===== src/verilog/serdes_rx_pkg.sv =====
// ----------------------------------------------------------------------
// SERDES receive package
// K-code bytes, 18-bit lane word constants and the framer state type
// ----------------------------------------------------------------------

package serdes_rx_pkg;

   // K codes, sent with the K flag set
   localparam logic [7:0] K_COMMA     = 8'hBC;  // K28.5
   localparam logic [7:0] K_IDLE      = 8'h3C;  // K28.1
   localparam logic [7:0] K_PKT_START = 8'hDC;  // K28.6
   localparam logic [7:0] K_PKT_END   = 8'h9C;  // K28.4
   localparam logic [7:0] K_XON       = 8'h5C;  // K28.2
   localparam logic [7:0] K_XOFF      = 8'h7C;  // K28.3
   localparam logic [7:0] K_LOS       = 8'hFF;  // K31.7, loss of signal
   localparam logic [7:0] K_ERROR     = 8'h00;  // K0.0, decode error
   localparam logic [7:0] D_56        = 8'hC5;  // D5.6 data byte

   // Lane word layout is {k_msb, k_lsb, high byte, low byte}
   localparam logic [17:0] IDLE_WORD  = {2'b10, K_COMMA, D_56};
   localparam logic [17:0] START_WORD = {2'b11, K_PKT_START, K_PKT_START};
   localparam logic [17:0] END_WORD   = {2'b11, K_PKT_END, K_PKT_END};
   localparam logic [17:0] XON_WORD   = {2'b11, K_XON, K_XON};
   localparam logic [17:0] XOFF_WORD  = {2'b11, K_XOFF, K_XOFF};
   localparam logic [17:0] LOS_WORD   = {2'b11, K_LOS, K_LOS};
   localparam logic [17:0] ERR_WORD   = {2'b11, K_ERROR, K_ERROR};

   // FIFO entry is {error, start, end, line[31:0]}
   localparam int ENTRY_W = 35;

   // CCITT CRC-16 start value
   localparam logic [15:0] CRC_INIT = 16'hFFFF;

   typedef enum logic [2:0] {
      ST_IDLE   = 3'd0,
      ST_FIRST1 = 3'd1,
      ST_FIRST2 = 3'd2,
      ST_PKT1   = 3'd3,
      ST_PKT2   = 3'd4,
      ST_CRC    = 3'd5,
      ST_ERROR  = 3'd6,
      ST_DONE   = 3'd7
   } framer_state_t;

endpackage


===== src/verilog/serdes_rx_align.sv =====
// ----------------------------------------------------------------------
// SERDES receive byte-lane aligner
// Builds the odd-lane word from the held high byte and selects a lane
// ----------------------------------------------------------------------

`timescale 1ns/1ps

module serdes_rx_align
   import serdes_rx_pkg::*;
(
   input  logic        ser_rx_clk,
   input  logic        rst_rxclk,
   input  logic [15:0] rx_data_i,
   input  logic        rx_klsb_i,
   input  logic        rx_kmsb_i,
   input  logic        odd_sel_i,
   output logic [15:0] lane_word_o,
   output logic [1:0]  lane_k_o,
   output logic        start_even_o,
   output logic        start_odd_o
);

   logic [8:0]  held_q;     // {K flag, high byte} of last word
   logic [17:0] even_word;
   logic [17:0] odd_word;
   logic [17:0] sel_word;

   always_ff @(posedge ser_rx_clk)
   begin
      if (rst_rxclk)
         held_q <= 9'd0;
      else
         held_q <= {rx_kmsb_i, rx_data_i[15:8]};
   end

   assign even_word = {rx_kmsb_i, rx_klsb_i, rx_data_i};

   // Halfword straddling two words, the held byte went out first
   assign odd_word = {rx_klsb_i, held_q[8], rx_data_i[7:0], held_q[7:0]};

   assign sel_word = odd_sel_i ? odd_word : even_word;

   assign lane_k_o    = sel_word[17:16];
   assign lane_word_o = sel_word[15:0];

   // Start word seen on either lane, framer picks the lane
   assign start_even_o = (even_word == START_WORD);
   assign start_odd_o  = (odd_word == START_WORD);

endmodule


===== src/verilog/serdes_rx_crc16.sv =====
// ----------------------------------------------------------------------
// Running CCITT CRC-16, 16 data bits per clock, MSB first
// ----------------------------------------------------------------------

`timescale 1ns/1ps

module serdes_rx_crc16
   import serdes_rx_pkg::*;
(
   input  logic        ser_rx_clk,
   input  logic        rst_rxclk,
   input  logic        clear_i,
   input  logic        en_i,
   input  logic [15:0] data_i,
   output logic [15:0] crc_o
);

   localparam logic [15:0] POLY = 16'h1021;

   logic [15:0] crc_q;
   logic [15:0] crc_next;

   // Bit-serial update unrolled over the halfword
   always_comb
   begin
      crc_next = crc_q;
      for (int i = 15; i >= 0; i--)
         crc_next = {crc_next[14:0], 1'b0} ^ ((crc_next[15] ^ data_i[i]) ? POLY : 16'h0000);
   end

   always_ff @(posedge ser_rx_clk)
   begin
      if (rst_rxclk || clear_i)
         crc_q <= CRC_INIT;
      else if (en_i)
         crc_q <= crc_next;
   end

   assign crc_o = crc_q;   // Value before the current word

endmodule


===== src/verilog/serdes_rx_fifo.sv =====
// ----------------------------------------------------------------------
// SERDES receive FIFO
// Synchronous first-word-fall-through buffer of framer entries
// ----------------------------------------------------------------------

`timescale 1ns/1ps

module serdes_rx_fifo
   import serdes_rx_pkg::*;
#(
   parameter int FIFO_AW = 5
)
(
   input  logic               ser_rx_clk,
   input  logic               rst_rxclk,
   input  logic               wr_en_i,
   input  logic [ENTRY_W-1:0] wr_data_i,
   input  logic               rd_ready_i,
   output logic               has_space_o,
   output logic               rd_valid_o,
   output logic [ENTRY_W-1:0] rd_data_o,
   output logic [FIFO_AW:0]   space_o,
   output logic [FIFO_AW:0]   occupied_o,
   output logic               full_o,
   output logic               empty_o
);

   localparam logic [FIFO_AW:0] DEPTH = 1 << FIFO_AW;

   logic [ENTRY_W-1:0] mem [0:DEPTH-1];
   logic [FIFO_AW-1:0] wr_ptr;
   logic [FIFO_AW-1:0] rd_ptr;
   logic [FIFO_AW:0]   count;
   logic               do_wr;
   logic               do_rd;

   assign full_o  = (count == DEPTH);
   assign empty_o = (count == '0);

   assign do_wr = wr_en_i && !full_o;      // Drop on overflow
   assign do_rd = rd_ready_i && !empty_o;

   always_ff @(posedge ser_rx_clk)
   begin
      if (do_wr)
         mem[wr_ptr] <= wr_data_i;
   end

   always_ff @(posedge ser_rx_clk)
   begin
      if (rst_rxclk)
      begin
         wr_ptr <= '0;
         rd_ptr <= '0;
         count  <= '0;
      end
      else
      begin
         if (do_wr)
            wr_ptr <= wr_ptr + 1'b1;
         if (do_rd)
            rd_ptr <= rd_ptr + 1'b1;
         if (do_wr && !do_rd)
            count <= count + 1'b1;
         else if (do_rd && !do_wr)
            count <= count - 1'b1;
      end
   end

   // Head entry shows straight from the array
   assign rd_data_o   = mem[rd_ptr];
   assign rd_valid_o  = !empty_o;
   assign has_space_o = !full_o;
   assign space_o     = DEPTH - count;
   assign occupied_o  = count;

endmodule


===== src/verilog/serdes_rx_framer.sv =====
// ----------------------------------------------------------------------
// SERDES receive framer
// Parses start, payload, end and CRC words into 32-bit FIFO entries
// ----------------------------------------------------------------------

`timescale 1ns/1ps

module serdes_rx_framer
   import serdes_rx_pkg::*;
(
   input  logic               ser_rx_clk,
   input  logic               rst_rxclk,
   input  logic [15:0]        lane_word_i,
   input  logic [1:0]         lane_k_i,
   input  logic               start_even_i,
   input  logic               start_odd_i,
   input  logic [15:0]        crc_i,
   input  logic               has_space_i,
   output logic               odd_sel_o,
   output logic               crc_clear_o,
   output logic               crc_en_o,
   output logic               wr_en_o,
   output logic [ENTRY_W-1:0] wr_data_o
);

   framer_state_t      state;
   logic               odd_q;
   logic               sop_q;       // Start flag for the first line
   logic               wr_en_q;
   logic [ENTRY_W-1:0] wr_data_q;
   logic [15:0]        half_q;      // Low half of the line

   logic [17:0] lane;
   logic        is_data;
   logic        is_wait;
   logic        in_first_half;
   logic        in_second_half;
   logic        half_accept;
   logic        line_word;
   logic        line_accept;
   logic        crc_match;
   logic        err_write;

   assign lane    = {lane_k_i, lane_word_i};
   assign is_data = (lane_k_i == 2'b00);

   // Idle and flow-control words are skipped
   assign is_wait = (lane == IDLE_WORD) || (lane == XON_WORD) || (lane == XOFF_WORD);

   assign in_first_half  = (state == ST_FIRST1) || (state == ST_PKT1);
   assign in_second_half = (state == ST_FIRST2) || (state == ST_PKT2);

   assign half_accept = in_first_half && is_data;
   assign line_word   = in_second_half && is_data;
   assign line_accept = line_word && has_space_i;
   assign crc_match   = (state == ST_CRC) && (lane == {2'b00, crc_i});
   assign err_write   = (state == ST_ERROR) && has_space_i;

   // CRC covers payload halfwords only
   assign crc_clear_o = (state == ST_IDLE);
   assign crc_en_o    = half_accept || line_word;

   always_ff @(posedge ser_rx_clk)
   begin
      if (rst_rxclk)
      begin
         state   <= ST_IDLE;
         odd_q   <= 1'b0;
         sop_q   <= 1'b0;
         wr_en_q <= 1'b0;
      end
      else
      begin
         wr_en_q <= 1'b0;
         case (state)
            ST_IDLE:
            begin
               if (start_even_i)
               begin
                  odd_q <= 1'b0;
                  sop_q <= 1'b1;
                  state <= ST_FIRST1;
               end
               else if (start_odd_i)
               begin
                  odd_q <= 1'b1;
                  sop_q <= 1'b1;
                  state <= ST_FIRST1;
               end
            end
            ST_FIRST1, ST_PKT1:
            begin
               if (is_data)
                  state <= (state == ST_FIRST1) ? ST_FIRST2 : ST_PKT2;
               else if ((state == ST_PKT1) && (lane == END_WORD))
                  state <= ST_CRC;
               else if (!is_wait)
                  state <= ST_ERROR;
            end
            ST_FIRST2, ST_PKT2:
            begin
               if (line_accept)
               begin
                  wr_en_q <= 1'b1;
                  sop_q   <= 1'b0;
                  state   <= ST_PKT1;
               end
               else if (!is_wait)
                  state <= ST_ERROR;   // Bad word or FIFO full
            end
            ST_CRC:
            begin
               if (crc_match && has_space_i)
               begin
                  wr_en_q <= 1'b1;
                  state   <= ST_DONE;
               end
               else if (!is_wait)
                  state <= ST_ERROR;
            end
            ST_ERROR:
            begin
               if (err_write)
               begin
                  wr_en_q <= 1'b1;
                  state   <= ST_IDLE;
               end
            end
            default:
               state <= ST_IDLE;   // ST_DONE
         endcase
      end
   end

   always_ff @(posedge ser_rx_clk)
   begin
      if (half_accept)
         half_q <= lane_word_i;
      if (line_accept)
         wr_data_q <= {1'b0, sop_q, 1'b0, lane_word_i, half_q};
      else if (crc_match)
         wr_data_q <= {1'b0, sop_q, 1'b1, 16'h0000, lane_word_i};
      else if (err_write)
         wr_data_q <= {3'b111, 32'h0000_0000};
   end

   assign odd_sel_o = odd_q;
   assign wr_en_o   = wr_en_q;
   assign wr_data_o = wr_data_q;

endmodule


===== src/verilog/serdes_rx_link_mon.sv =====
// ----------------------------------------------------------------------
// SERDES link monitor
// Link-up filter and XON/XOFF token detection on the raw input
// ----------------------------------------------------------------------

`timescale 1ns/1ps

module serdes_rx_link_mon
   import serdes_rx_pkg::*;
(
   input  logic        ser_rx_clk,
   input  logic        rst_rxclk,
   input  logic [15:0] rx_data_i,
   input  logic        rx_klsb_i,
   input  logic        rx_kmsb_i,
   output logic        link_up_o,
   output logic        xon_o,
   output logic        xoff_o
);

   logic [17:0] raw_word;
   logic        good;
   logic [3:0]  hist_q;   // Newest sample in bit 0
   logic        xon_q;
   logic        xoff_q;

   assign raw_word = {rx_kmsb_i, rx_klsb_i, rx_data_i};
   assign good     = (raw_word != ERR_WORD) && (raw_word != LOS_WORD);

   always_ff @(posedge ser_rx_clk)
   begin
      if (rst_rxclk)
      begin
         hist_q <= 4'd0;
         xon_q  <= 1'b0;
         xoff_q <= 1'b0;
      end
      else
      begin
         hist_q <= {hist_q[2:0], good};
         // Token on either byte counts
         xon_q  <= ({rx_kmsb_i, rx_data_i[15:8]} == {1'b1, K_XON}) ||
                   ({rx_klsb_i, rx_data_i[7:0]} == {1'b1, K_XON});
         xoff_q <= ({rx_kmsb_i, rx_data_i[15:8]} == {1'b1, K_XOFF}) ||
                   ({rx_klsb_i, rx_data_i[7:0]} == {1'b1, K_XOFF});
      end
   end

   assign link_up_o = &hist_q[3:1];   // Three older samples good
   assign xon_o     = xon_q;
   assign xoff_o    = xoff_q;

endmodule


===== src/verilog/serdes_rx_top.sv =====
// ----------------------------------------------------------------------
// SERDES receive top level
// Aligner, framer, CRC check, packet FIFO and link monitor
// ----------------------------------------------------------------------

`timescale 1ns/1ps

module serdes_rx_top
   import serdes_rx_pkg::*;
#(
   parameter int FIFO_AW = 5
)
(
   input  logic             ser_rx_clk,
   input  logic             rst_rxclk,
   input  logic [15:0]      ser_rx_data_i,
   input  logic             ser_rx_klsb_i,
   input  logic             ser_rx_kmsb_i,
   input  logic             out_ready_i,
   output logic [31:0]      out_data_o,
   output logic             out_sop_o,
   output logic             out_eop_o,
   output logic             out_err_o,
   output logic             out_valid_o,
   output logic [FIFO_AW:0] fifo_space_o,
   output logic [FIFO_AW:0] fifo_occupied_o,
   output logic             fifo_full_o,
   output logic             fifo_empty_o,
   output logic             link_up_o,
   output logic             xon_o,
   output logic             xoff_o
);

   logic [15:0]        lane_word;
   logic [1:0]         lane_k;
   logic               start_even;
   logic               start_odd;
   logic               odd_sel;
   logic               crc_clear;
   logic               crc_en;
   logic [15:0]        crc;
   logic               wr_en;
   logic [ENTRY_W-1:0] wr_data;
   logic               has_space;

   serdes_rx_align u_align (
      .ser_rx_clk   (ser_rx_clk),
      .rst_rxclk    (rst_rxclk),
      .rx_data_i    (ser_rx_data_i),
      .rx_klsb_i    (ser_rx_klsb_i),
      .rx_kmsb_i    (ser_rx_kmsb_i),
      .odd_sel_i    (odd_sel),
      .lane_word_o  (lane_word),
      .lane_k_o     (lane_k),
      .start_even_o (start_even),
      .start_odd_o  (start_odd)
   );

   serdes_rx_framer u_framer (
      .ser_rx_clk   (ser_rx_clk),
      .rst_rxclk    (rst_rxclk),
      .lane_word_i  (lane_word),
      .lane_k_i     (lane_k),
      .start_even_i (start_even),
      .start_odd_i  (start_odd),
      .crc_i        (crc),
      .has_space_i  (has_space),
      .odd_sel_o    (odd_sel),
      .crc_clear_o  (crc_clear),
      .crc_en_o     (crc_en),
      .wr_en_o      (wr_en),
      .wr_data_o    (wr_data)
   );

   serdes_rx_crc16 u_crc (
      .ser_rx_clk (ser_rx_clk),
      .rst_rxclk  (rst_rxclk),
      .clear_i    (crc_clear),
      .en_i       (crc_en),
      .data_i     (lane_word),
      .crc_o      (crc)
   );

   // Entry unpacks straight onto the output stream
   serdes_rx_fifo #(
      .FIFO_AW (FIFO_AW)
   ) u_fifo (
      .ser_rx_clk  (ser_rx_clk),
      .rst_rxclk   (rst_rxclk),
      .wr_en_i     (wr_en),
      .wr_data_i   (wr_data),
      .rd_ready_i  (out_ready_i),
      .has_space_o (has_space),
      .rd_valid_o  (out_valid_o),
      .rd_data_o   ({out_err_o, out_sop_o, out_eop_o, out_data_o}),
      .space_o     (fifo_space_o),
      .occupied_o  (fifo_occupied_o),
      .full_o      (fifo_full_o),
      .empty_o     (fifo_empty_o)
   );

   serdes_rx_link_mon u_link_mon (
      .ser_rx_clk (ser_rx_clk),
      .rst_rxclk  (rst_rxclk),
      .rx_data_i  (ser_rx_data_i),
      .rx_klsb_i  (ser_rx_klsb_i),
      .rx_kmsb_i  (ser_rx_kmsb_i),
      .link_up_o  (link_up_o),
      .xon_o      (xon_o),
      .xoff_o     (xoff_o)
   );

endmodule

===== config.mk =====
export PLATFORM = sky130hd
export DESIGN_NAME = serdes_rx_top
export DESIGN_NICKNAME = d
export VERILOG_FILES = /design/src/verilog/serdes_rx_pkg.sv /design/src/verilog/serdes_rx_align.sv /design/src/verilog/serdes_rx_crc16.sv /design/src/verilog/serdes_rx_fifo.sv /design/src/verilog/serdes_rx_framer.sv /design/src/verilog/serdes_rx_link_mon.sv /design/src/verilog/serdes_rx_top.sv
export SDC_FILE = /design/constraint.sdc
export NUM_CORES = 1
export LEC_CHECK = 0
export BUFFER_PORTS_ARGS = -buffer_cell sky130_fd_sc_hd__buf_4
export CORE_ASPECT_RATIO = 1.4
export CORE_UTILIZATION = 53
export CTS_BUF_LIST = sky130_fd_sc_hd__clkbuf_16
export DETAILED_ROUTE_END_ITERATION = 12
export PLACE_DENSITY = 0.79
export SYNTH_ARGS = -nofsm -noshare
export SYNTH_HDL_FRONTEND = slang
export SYNTH_SLANG_ARGS = --single-unit
export TNS_END_PERCENT = 50

===== constraint.sdc =====
create_clock -name ser_rx_clk -period 4.9 [get_ports ser_rx_clk]
set_input_delay 0.735 -clock ser_rx_clk [delete_from_list [all_inputs] [get_ports ser_rx_clk]]
set_output_delay 0.735 -clock ser_rx_clk [all_outputs]
set_load 0.02 [all_outputs]

**Word level (Yosys, flattened, before mapping)**

Memories as Yosys holds them, arrays and structs flattened. A register that Yosys moved wholly into a read port is not among the register bits.
Cells that the tools add are included.
W data, S select, Z words.

- $add $sub $neg: 5
- Equal/unequal tests: 23
- Mux-type cells: 45
- Bitwise logic cells: 32
- Reduce and logical (&&, ||, !) cells: 39

Operators by type and width:

| operator | count |
|---|---|
| $xor A16 B16 Y16 | 16 |
| $mux W13 | 16 |
| $eq A18 B18 Y1 const B | 6 |
| $mux W34 | 3 |
| $eq A9 B9 Y1 const B | 4 |
| $ne A18 B18 Y1 const B | 2 |
| $mux W3 | 9 |
| $eq A18 B16 Y1 | 1 |
| $mux W18 | 1 |
| $xor A1 B1 Y1 | 16 |
| $pmux W3 S5 | 1 |
| $logic_and A1 B1 Y1 | 12 |
| $mux W6 | 2 |
| $add A5 B1 Y5 const B | 2 |
| $mux W5 | 2 |
| $eq A3 B3 Y1 const B | 3 |
| $mux W1 | 9 |
| $logic_or A1 B1 Y1 | 8 |
| $reduce_bool A2 Y1 | 4 |
| $add A6 B1 Y6 const B | 1 |
| $eq A3 B2 Y1 const B | 2 |
| $eq A6 B6 Y1 const B | 1 |
| $logic_not A6 Y1 | 1 |
| $reduce_and A3 Y1 | 2 |
| 13 further kinds | 20 |

- Bits in registers: 104
- Bits in writable memories: 1120
- Input bits: 21
- Output and inout bits: 53
- Logic and storage cells: 161
- Memories: 1

Memories:

| memory | depth | width | read ports | clocked after Yosys merged registers in | write ports | RTL line | RTL |
|---|---|---|---|---|---|---|---|
| u_fifo.mem | 32 | 35 | 1 | 1 | 1 | serdes_rx_fifo.sv:30 | `logic [ENTRY_W-1:0] mem [0:DEPTH-1];` |

**Depth between registers and ports, before layout**

Gate-level depths: netlist (run 1).

- Depth after elaboration: 49
- Gate-level depth with buffers: 16
- Depth with buffers taken out: 16

**Modules after synthesis**

Synthesis (run 1) repeated with hierarchy kept, for this count alone.

- Cells, all modules: 2617
- Area total of the unflattened synthesis: 48555.3 um^2

By module, submodules not included:

| module | instances | cells each | area each (um^2) | sequential area each (um^2) |
|---|---|---|---|---|
| serdes_rx_fifo | 1 | 2224 | 44034.7 | 34052.7 |
| serdes_rx_framer | 1 | 199 | 2590.0 | 1631.6 |
| serdes_rx_crc16 | 1 | 114 | 1129.8 | 320.3 |
| serdes_rx_align | 1 | 49 | 526.8 | 180.2 |
| serdes_rx_link_mon | 1 | 31 | 274.0 | 120.1 |

**Least setup slack after synthesis (run 1)**

OpenSTA, ideal clock, no wires.

- Kind: reg-to-reg
- Start: register u_fifo.count[0], in the netlist u_fifo.occupied_o[0]
- End: memory u_fifo.mem[15][0] (enable)
- Setup time: 429 ps
- Arrival time: 3251 ps
- Required time: 4471 ps
- Setup slack: 1221 ps
- Stages on the path, launching flop included: 8
- Buffers on the path: 1
- Clock period less this slack: 3679 ps
- Path through: dfxtp_1 inv_1 ha_1 nand3_1 and2_1 clkbuf_1 nand2_1 nor2_1

- Longest elaborated chain between the ends: 5

Ends and longest elaborated chain:

| what | RTL line | RTL |
|---|---|---|
| from (decl) | serdes_rx_fifo.sv:33 | `logic [FIFO_AW:0] count;` |
| from (signal assigned) | serdes_rx_fifo.sv:64 | `count <= count + 1'b1;` |
| from (signal assigned) | serdes_rx_fifo.sv:66 | `count <= count - 1'b1;` |
| $eq A6 B6 Y1 | serdes_rx_fifo.sv:37 | `assign full_o = (count == DEPTH);` |
| $logic_not A1 Y1 | serdes_rx_fifo.sv:40 | `assign do_wr = wr_en_i && !full_o;` |
| $logic_and A1 B1 Y1 | serdes_rx_fifo.sv:40 |  |
| named net u_fifo.do_wr | serdes_rx_fifo.sv:34 | `logic do_wr;` |
| $mux W1 | serdes_rx_fifo.sv:45 | `if (do_wr)` |
| $mux W1 (not written as such) | serdes_rx_fifo.sv:46 | `mem[wr_ptr] <= wr_data_i;` |
| to (decl) | serdes_rx_fifo.sv:30 |  |

The timed path passes the listed nets, and every way through them passes these cells.

==> metrics.yaml, run 1 <==
status:
  status: "finished clean"
synthesis:
  syn_area_um2: 48000
  synth_seq_cells: 1229
  ys_types: 66
  ys_warn_count: 0
  synth_top_area_cell: "edfxtp_1"
  ys_top_cells_by_area: "edfxtp_1 (73%), mux4_2 (16%), dfxtp_1 (2.5%)"
  synth_top_area_share_pct: 73.2
  synth_cells: 2153
  postSynthNetCount: 2186
  synth_edf_count: 1169
  yosys_most_used_dff: "edfxtp_1"
  yosysSeqAreaShare_pct: 75.7
  synth-async-reset-ratio_pct: 0
  synth_area_per_cell_um2: 22.3
routing:
  drt_iter0_drc: 3227
  dr_total_vias: 23980
  firstDrtPassIters: 5
  routed_wl_um: 122000
  drt_drc_violations_left: 0
  wl_per_cell_um: 34.1
  drtAntennaViolNets: 0
  vias_per_cell: 6.70
layout:
  stdcell_count: 3577
  postLayoutCoreUtil_pct: 60.4
  drive_gt1_share_pct: 31.9
  nets: 2331
  syn_to_final_growth_pct: 12.9
  finish.instance_area_um2: 54200
placed_design:
  place_area_um2: 50600
  placed_cells: 3379
  numPortBuffers: 73
  gp_congestion: 0.880
  dp.final_hpwl_um: 62000
power_and_ir_drop:
  ir_worst_vdd_uv: 305
  clockPowerShare_pct: 34.1
  total_power_mw: 25.2
  pwr-share-comb_pct: 16.0
  p_int_mw: 18.8
  seq_power_share_pct: 49.9
  p_leak_nw: 16.7
  switching_share_pct: 25.3
  powerDensity_nw_per_um2: 465
  switchingPower_mw: 6.37
cts:
  cts_tree: "built"
  insertion_delay_ns: 0.72
  root_buffer: "clkbuf_16"
  cts_max_level: 3
  cts-resized-gates: 0
  cts_setup_buffers: 0
  clock_path_buffers: 3
  cts_buffers: 105
  path_clk_slew_ns: 0.07
  hold_buffers: 0
  cts_sinks: 1229
sta:
  setup_viol: 0
  min_period_ns: 4.33
  max_freq_ghz: 0.231
  tightestPinTransition_ns: 1.33
  slew_headroom_pct: 11.1
  finClkSkew_ns: 0.0370
  setup-tns-final_ns: 0
  fin_crit_sh_pct: 88.4
  rsz0062_at_grt: "no"
  finalMaxSlewViolations: 0
  hold_viol_final: 0
floorplan:
  pin_count: 74
  core_area_um2: 89600
  die_w_um: 256
  rows: 130
  start_util_pct: 53.5
  dieArea_um2: 91800
  die-height_um: 358
global_route:
  track_usage_pct: 26.8
  grt_max_degree: 63
  grt_pass1_vias: 24688
  antenna_found_initial: 1
  grt_first_pass_wirelength_um: 173000
  overflow: 0
worst_hold_path:
  whs_path_depth: 2
  hold_path_class: "input pin to register"
setup_path:
  cpMaxStageDelayCell: "dfxtp_4"
  cp.depth: 5
  start_kind: "register"
  r2r_cells: 7
  cp_top_family: "multiplexers"
  max_stage_delay_ns: 0.72
  worstSetupPathType: "register to primary output"
  crit_path_max_fanout: 26
  critPathRequiredTime_ns: 4.16
  end_kind: "primary output"
  cp.buffers_inverters: 2
  critPathArrivalTime_ns: 3.59
  path_cells: "buf_4 -> mux4_2 -> mux4_2 -> mux2_2 -> buf_4"
flow_run:
  max_cap_violations: 0
==> layout make-up <==
cell class,count,area (µm²)
fillers,5708,35500
clock inverters,91,893
inverters,27,101
diodes,1,2.50
flip-flops and latches,1229,36300
multi-input cells,791,11400
repair buffers,144,1320
clock buffers,106,2650
well taps,1188,1490
==> path summary, 6_finish.rpt <==
check                  startpoint              endpoint  slack, ns
min reg2reg  u_link_mon.hist_q[0]  u_link_mon.hist_q[1]       0.46
max reg2reg  u_fifo.occupied_o[0]     u_fifo.mem[13][1]       0.85
max                      register         out_data_o[0]       0.57
min              ser_rx_data_i[9]     u_align.held_q[1]       0.30
==> synth_stat cells, types with 2 or more instances <==
library cell	instances
xnor2_2	8
or4_1	2
mux2i_1	7
mux2i_4	5
nand4b_1	3
or2_2	2
or3b_2	2
nor3_1	17
buf_2	4
xnor3_1	6
dfxtp_1	60
nand3b_1	5
nor2_1	95
mux2_2	38
buf_6	2
or3_1	6
inv_1	27
o211ai_1	11
or2_1	2
mux4_2	350
o21bai_1	2
ha_1	11
mux2i_2	4
a21oi_1	22
and2_1	4
a22o_1	16
nand4_1	12
clkbuf_1	73
nand2_1	42
edfxtp_1	1169
nor2b_1	14
nand2b_1	2
o21ai_0	7
xor2_1	14
buf_1	26
o21a_1	2
and3_1	6
nor4_1	6
nand3_1	9
xnor2_1	34
==> state kept, by name (all words and copies together), names as in the netlist, named ones only <==
signal and flops:
u_fifo.mem 1120, u_framer.wr_data_o 35, u_crc.crc_o 16, u_framer.half_q 16, u_align.held_q 9, u_fifo.occupied_o 6, u_fifo.rd_ptr 5, u_fifo.wr_ptr 5
u_link_mon.hist_q 4, u_framer.state 3, u_framer.odd_sel_o 1, u_framer.sop_q 1, u_framer.wr_en_o 1, u_link_mon.xoff_o 1, u_link_mon.xon_o 1
==> layout by cell type (no fill, tap or decap), types with 21 or more instances in the layout <==
| cell | instances |
|---|---|
| a21oi_1 | 22 |
| nor2_4 | 32 |
| mux2_2 | 38 |
| inv_1 | 42 |
| mux4_2 | 350 |
| nand2_1 | 42 |
| edfxtp_1 | 1169 |
| clkinv_2 | 21 |
| xnor2_1 | 34 |
| nor2_1 | 63 |
| clkbuf_16 | 106 |
| buf_4 | 125 |
| dfxtp_1 | 55 |
==> power by group through the flow <==
stage	Combinational [mW]	Sequential, mW	Clock, mW
floorplan	3.03	12.5	0
global route	4.27	12.6	9.00
CTS	4.07	12.5	8.66
finish	4.03	12.6	8.60
global placement	3.91	12.7	0
detailed placement	4.01	12.8	0
==> worst reg2reg max path: cells and delay by family (launching register included) <==
kind / cells / cell delay [ns]
simple gates: 4 / 2.42
fa+ha+maj: 1 / 0.26
buf+inv: 2 / 0.54
flops: 1 / 0.50
==> layer usage <==
| layer | wire [µm] | global-route usage, % | vias up |
|---|---|---|---|
| met4 | 5710 | 12.6 | 2 |
| li1 | - | - | 9284 |
| met5 | 13 | 0 | - |
| met3 | 11800 | 4.88 | 341 |
| met2 | 63400 | 46.6 | 1861 |
| met1 | 40900 | 32.6 | 12492 |
==> stage by stage <==
step | hold WS, ns | setup slack (ns)
final | 0.299 | 0.571
after global routing | 0.296 | 0.434
after floorplan | 0.414 | 1.22
after global placement | 0.437 | 1.10
after CTS | 0.265 | 0.454
after detailed placement | 0.455 | 0.937
==> kinds of logic (layout without fill, tap and decap cells) <==
kind of cell               Yosys count  count (layout)  synth area share, %
buffers and inverters              133             368                 1.09
adders and majority gates           12              12                0.329
other                                0               1                    0
AOI/OAI and AO/OA                   73              73                 1.06
xor gates and xnor gates            67              67                 1.67
and+or+nand+nor                    234             234                 2.34
DFF                               1229            1229                 75.7
muxes                              405             405                 17.8
(Power assumes the default switching activity.)
==> inputs of run 2 (changes only) <==
Settings changed: CORE_MARGIN set to 5.
==> metrics.yaml, run 2 (synthesis gave the netlist of run 1 again) <==
power_and_ir_drop:
  switchingPower_mw: 6.37  # about the same
  switching_share_pct: 25.4  # +0.12 points
  seq_power_share_pct: 50.1  # +0.2 points
  clockPowerShare_pct: 33.5  # -0.6 points
  powerDensity_nw_per_um2: 464  # -0.32%
  p_int_mw: 18.7  # -0.61%
  p_leak_nw: 16.7  # about the same
  pwr-share-comb_pct: 16.3  # +0.3 points
  ir_worst_vdd_uv: 313  # +2.8%
floorplan:
  die_w_um: 264  # +3.1%
  rows: 130  # unchanged
  core_area_um2: 89800  # +0.18%
  pin_count: 74  # unchanged
  die-height_um: 366  # +2.2%
  start_util_pct: 53.4  # -0.097 points
  dieArea_um2: 96700  # +5.4%
cts:
  cts_setup_buffers: 0  # unchanged
  insertion_delay_ns: 0.71  # about the same
  cts_sinks: 1229  # unchanged
  hold_buffers: 0  # unchanged
  cts-resized-gates: 0  # unchanged
  cts_tree: "built"
  clock_path_buffers: 3  # unchanged
  root_buffer: "clkbuf_16"
  cts_max_level: 3  # unchanged
  cts_buffers: 103  # -1.9%
  path_clk_slew_ns: 0.07  # about the same
sta:
  fin_crit_sh_pct: 87.6  # -0.76 points
  hold_viol_final: 0  # unchanged
  finClkSkew_ns: 0.0283  # -0.00871 ns
  tightestPinTransition_ns: 1.21  # -0.123 ns
  slew_headroom_pct: 19.5  # +8.3 points
  setup_viol: 0  # unchanged
  min_period_ns: 4.29  # -0.0374 ns
  max_freq_ghz: 0.233  # +0.87%
  rsz0062_at_grt: "no"
  finalMaxSlewViolations: 0  # unchanged
  setup-tns-final_ns: 0  # unchanged
global_route:
  track_usage_pct: 25.2  # -1.5 points
  grt_pass1_vias: 24760  # +0.29%
  grt_first_pass_wirelength_um: 178000  # +2.7%
  antenna_found_initial: 0  # -1
  grt_max_degree: 76  # +21%
  overflow: 0  # unchanged
routing:
  drt_drc_violations_left: 0  # unchanged
  drt_iter0_drc: 3835  # +19%
  wl_met3_um: 10900  # -7.7%
  vias_per_cell: 6.72  # +0.22%
  wl_met1_um: 40800  # -0.37%
  dr_total_vias: 24052  # +0.30%
  drtAntennaViolNets: 0  # unchanged
  wl_per_cell_um: 34.2  # +0.28%
  top_layer: "met4"
  firstDrtPassIters: 5  # unchanged
  wl_met2_um: 64800  # +2.1%
  routed_wl_um: 122000  # +0.37%
setup_path:
  cp.buffers_inverters: 2  # unchanged
  start_kind: "register"
  crit_path_max_fanout: 75  # +190%
  worstSetupPathType: "register to primary output"
  critPathRequiredTime_ns: 4.16  # about the same
  max_stage_delay_ns: 0.62  # -0.10 ns
  path_cells: "buf_12 -> mux4_2 -> mux4_2 -> mux2_2 -> buf_4"
  critPathArrivalTime_ns: 3.56  # -0.03 ns
  cp_top_family: "multiplexers"
  end_kind: "primary output"
  cpMaxStageDelayCell: "mux4_2"
  cp_common_cell: "mux4_2"
worst_hold_path:
  hold_path_class: "input pin to register"
placed_design:
  dp.final_hpwl_um: 64400  # +3.8%
  gp_congestion: 0.849  # -3.5%
  numPortBuffers: 73  # unchanged
  place_area_um2: 50700  # +0.11%
layout:
  final_common_cell: "edfxtp_1"
  finish.instance_area_um2: 54100  # -0.13%
  regMostFlops: "u_fifo.mem"
  largest_reg_flops: 1120  # unchanged
  drive_gt1_share_pct: 31.7  # -0.18 points
  layout_common_cells: "edfxtp_1 (1,169), mux4_2 (350), buf_4 (135)"
  syn_to_final_growth_pct: 12.8
  nets: 2338  # +0.30%
flow_run:
  max_cap_violations: 0  # unchanged
status:
  status: "finished clean"
run 2: routing by layer:
layer,GRT usage [%],vias up
li1,-,9292
met1,31.5,12590
met2,44.0,1814
met3,4.32,356
met4,10.6,0
met5,0,-
run 2: final timing paths:
check                              end  slack [ns]                 start  cells past startpoint
setup reg to reg    u_fifo.mem[27][26]        1.15  u_fifo.occupied_o[0]                      7
hold reg to reg   u_link_mon.hist_q[1]        0.46  u_link_mon.hist_q[0]                      1
hold / removal       u_align.held_q[6]        0.29     ser_rx_data_i[14]                      2
setup / recovery        out_data_o[21]        0.61              register                      5
run 2: per-stage QoR:
step / hold slack (ns) / total power [mW] / utilization (%) / cells / setup slack [ns]
2_1_floorplan: 0.414 / 15.5 / - / 2153 / 1.22
3_3_place_gp: 0.431 / 16.6 / 56.4 / 3388 / 1.40
3_5_place_dp: 0.445 / 16.8 / 56.4 / 3388 / 1.21
4_1_cts: 0.260 / 25.2 / 60.2 / 3577 / 0.528
5_1_grt: 0.298 / 25.9 / 60.2 / 3577 / 0.457
6_report: 0.290 / 25.1 / 60.3 / 3580 / 0.608
run 2: area by class of cell:
class                      instances  area, µm²
sequential                      1229      36300
timing repair buffer             153       1370
clock buffer                     107       2680
clock inverter                    82        736
inverter                          27        101
multi-input combinational        791      11400
tap                             1188       1490
fill                            5797      35700
antenna                            3       7.51
run 2: power by group through the flow:
stage          Sequential [mW]  Combinational [mW]  Clock (mW)
4_1_cts                   12.6                4.14        8.49
5_1_grt                   12.6                4.36        8.97
2_1_floorplan             12.5                3.03           0
6_report                  12.6                4.10        8.41
3_5_place_dp              12.8                4.02           0
3_3_place_gp              12.7                3.93           0
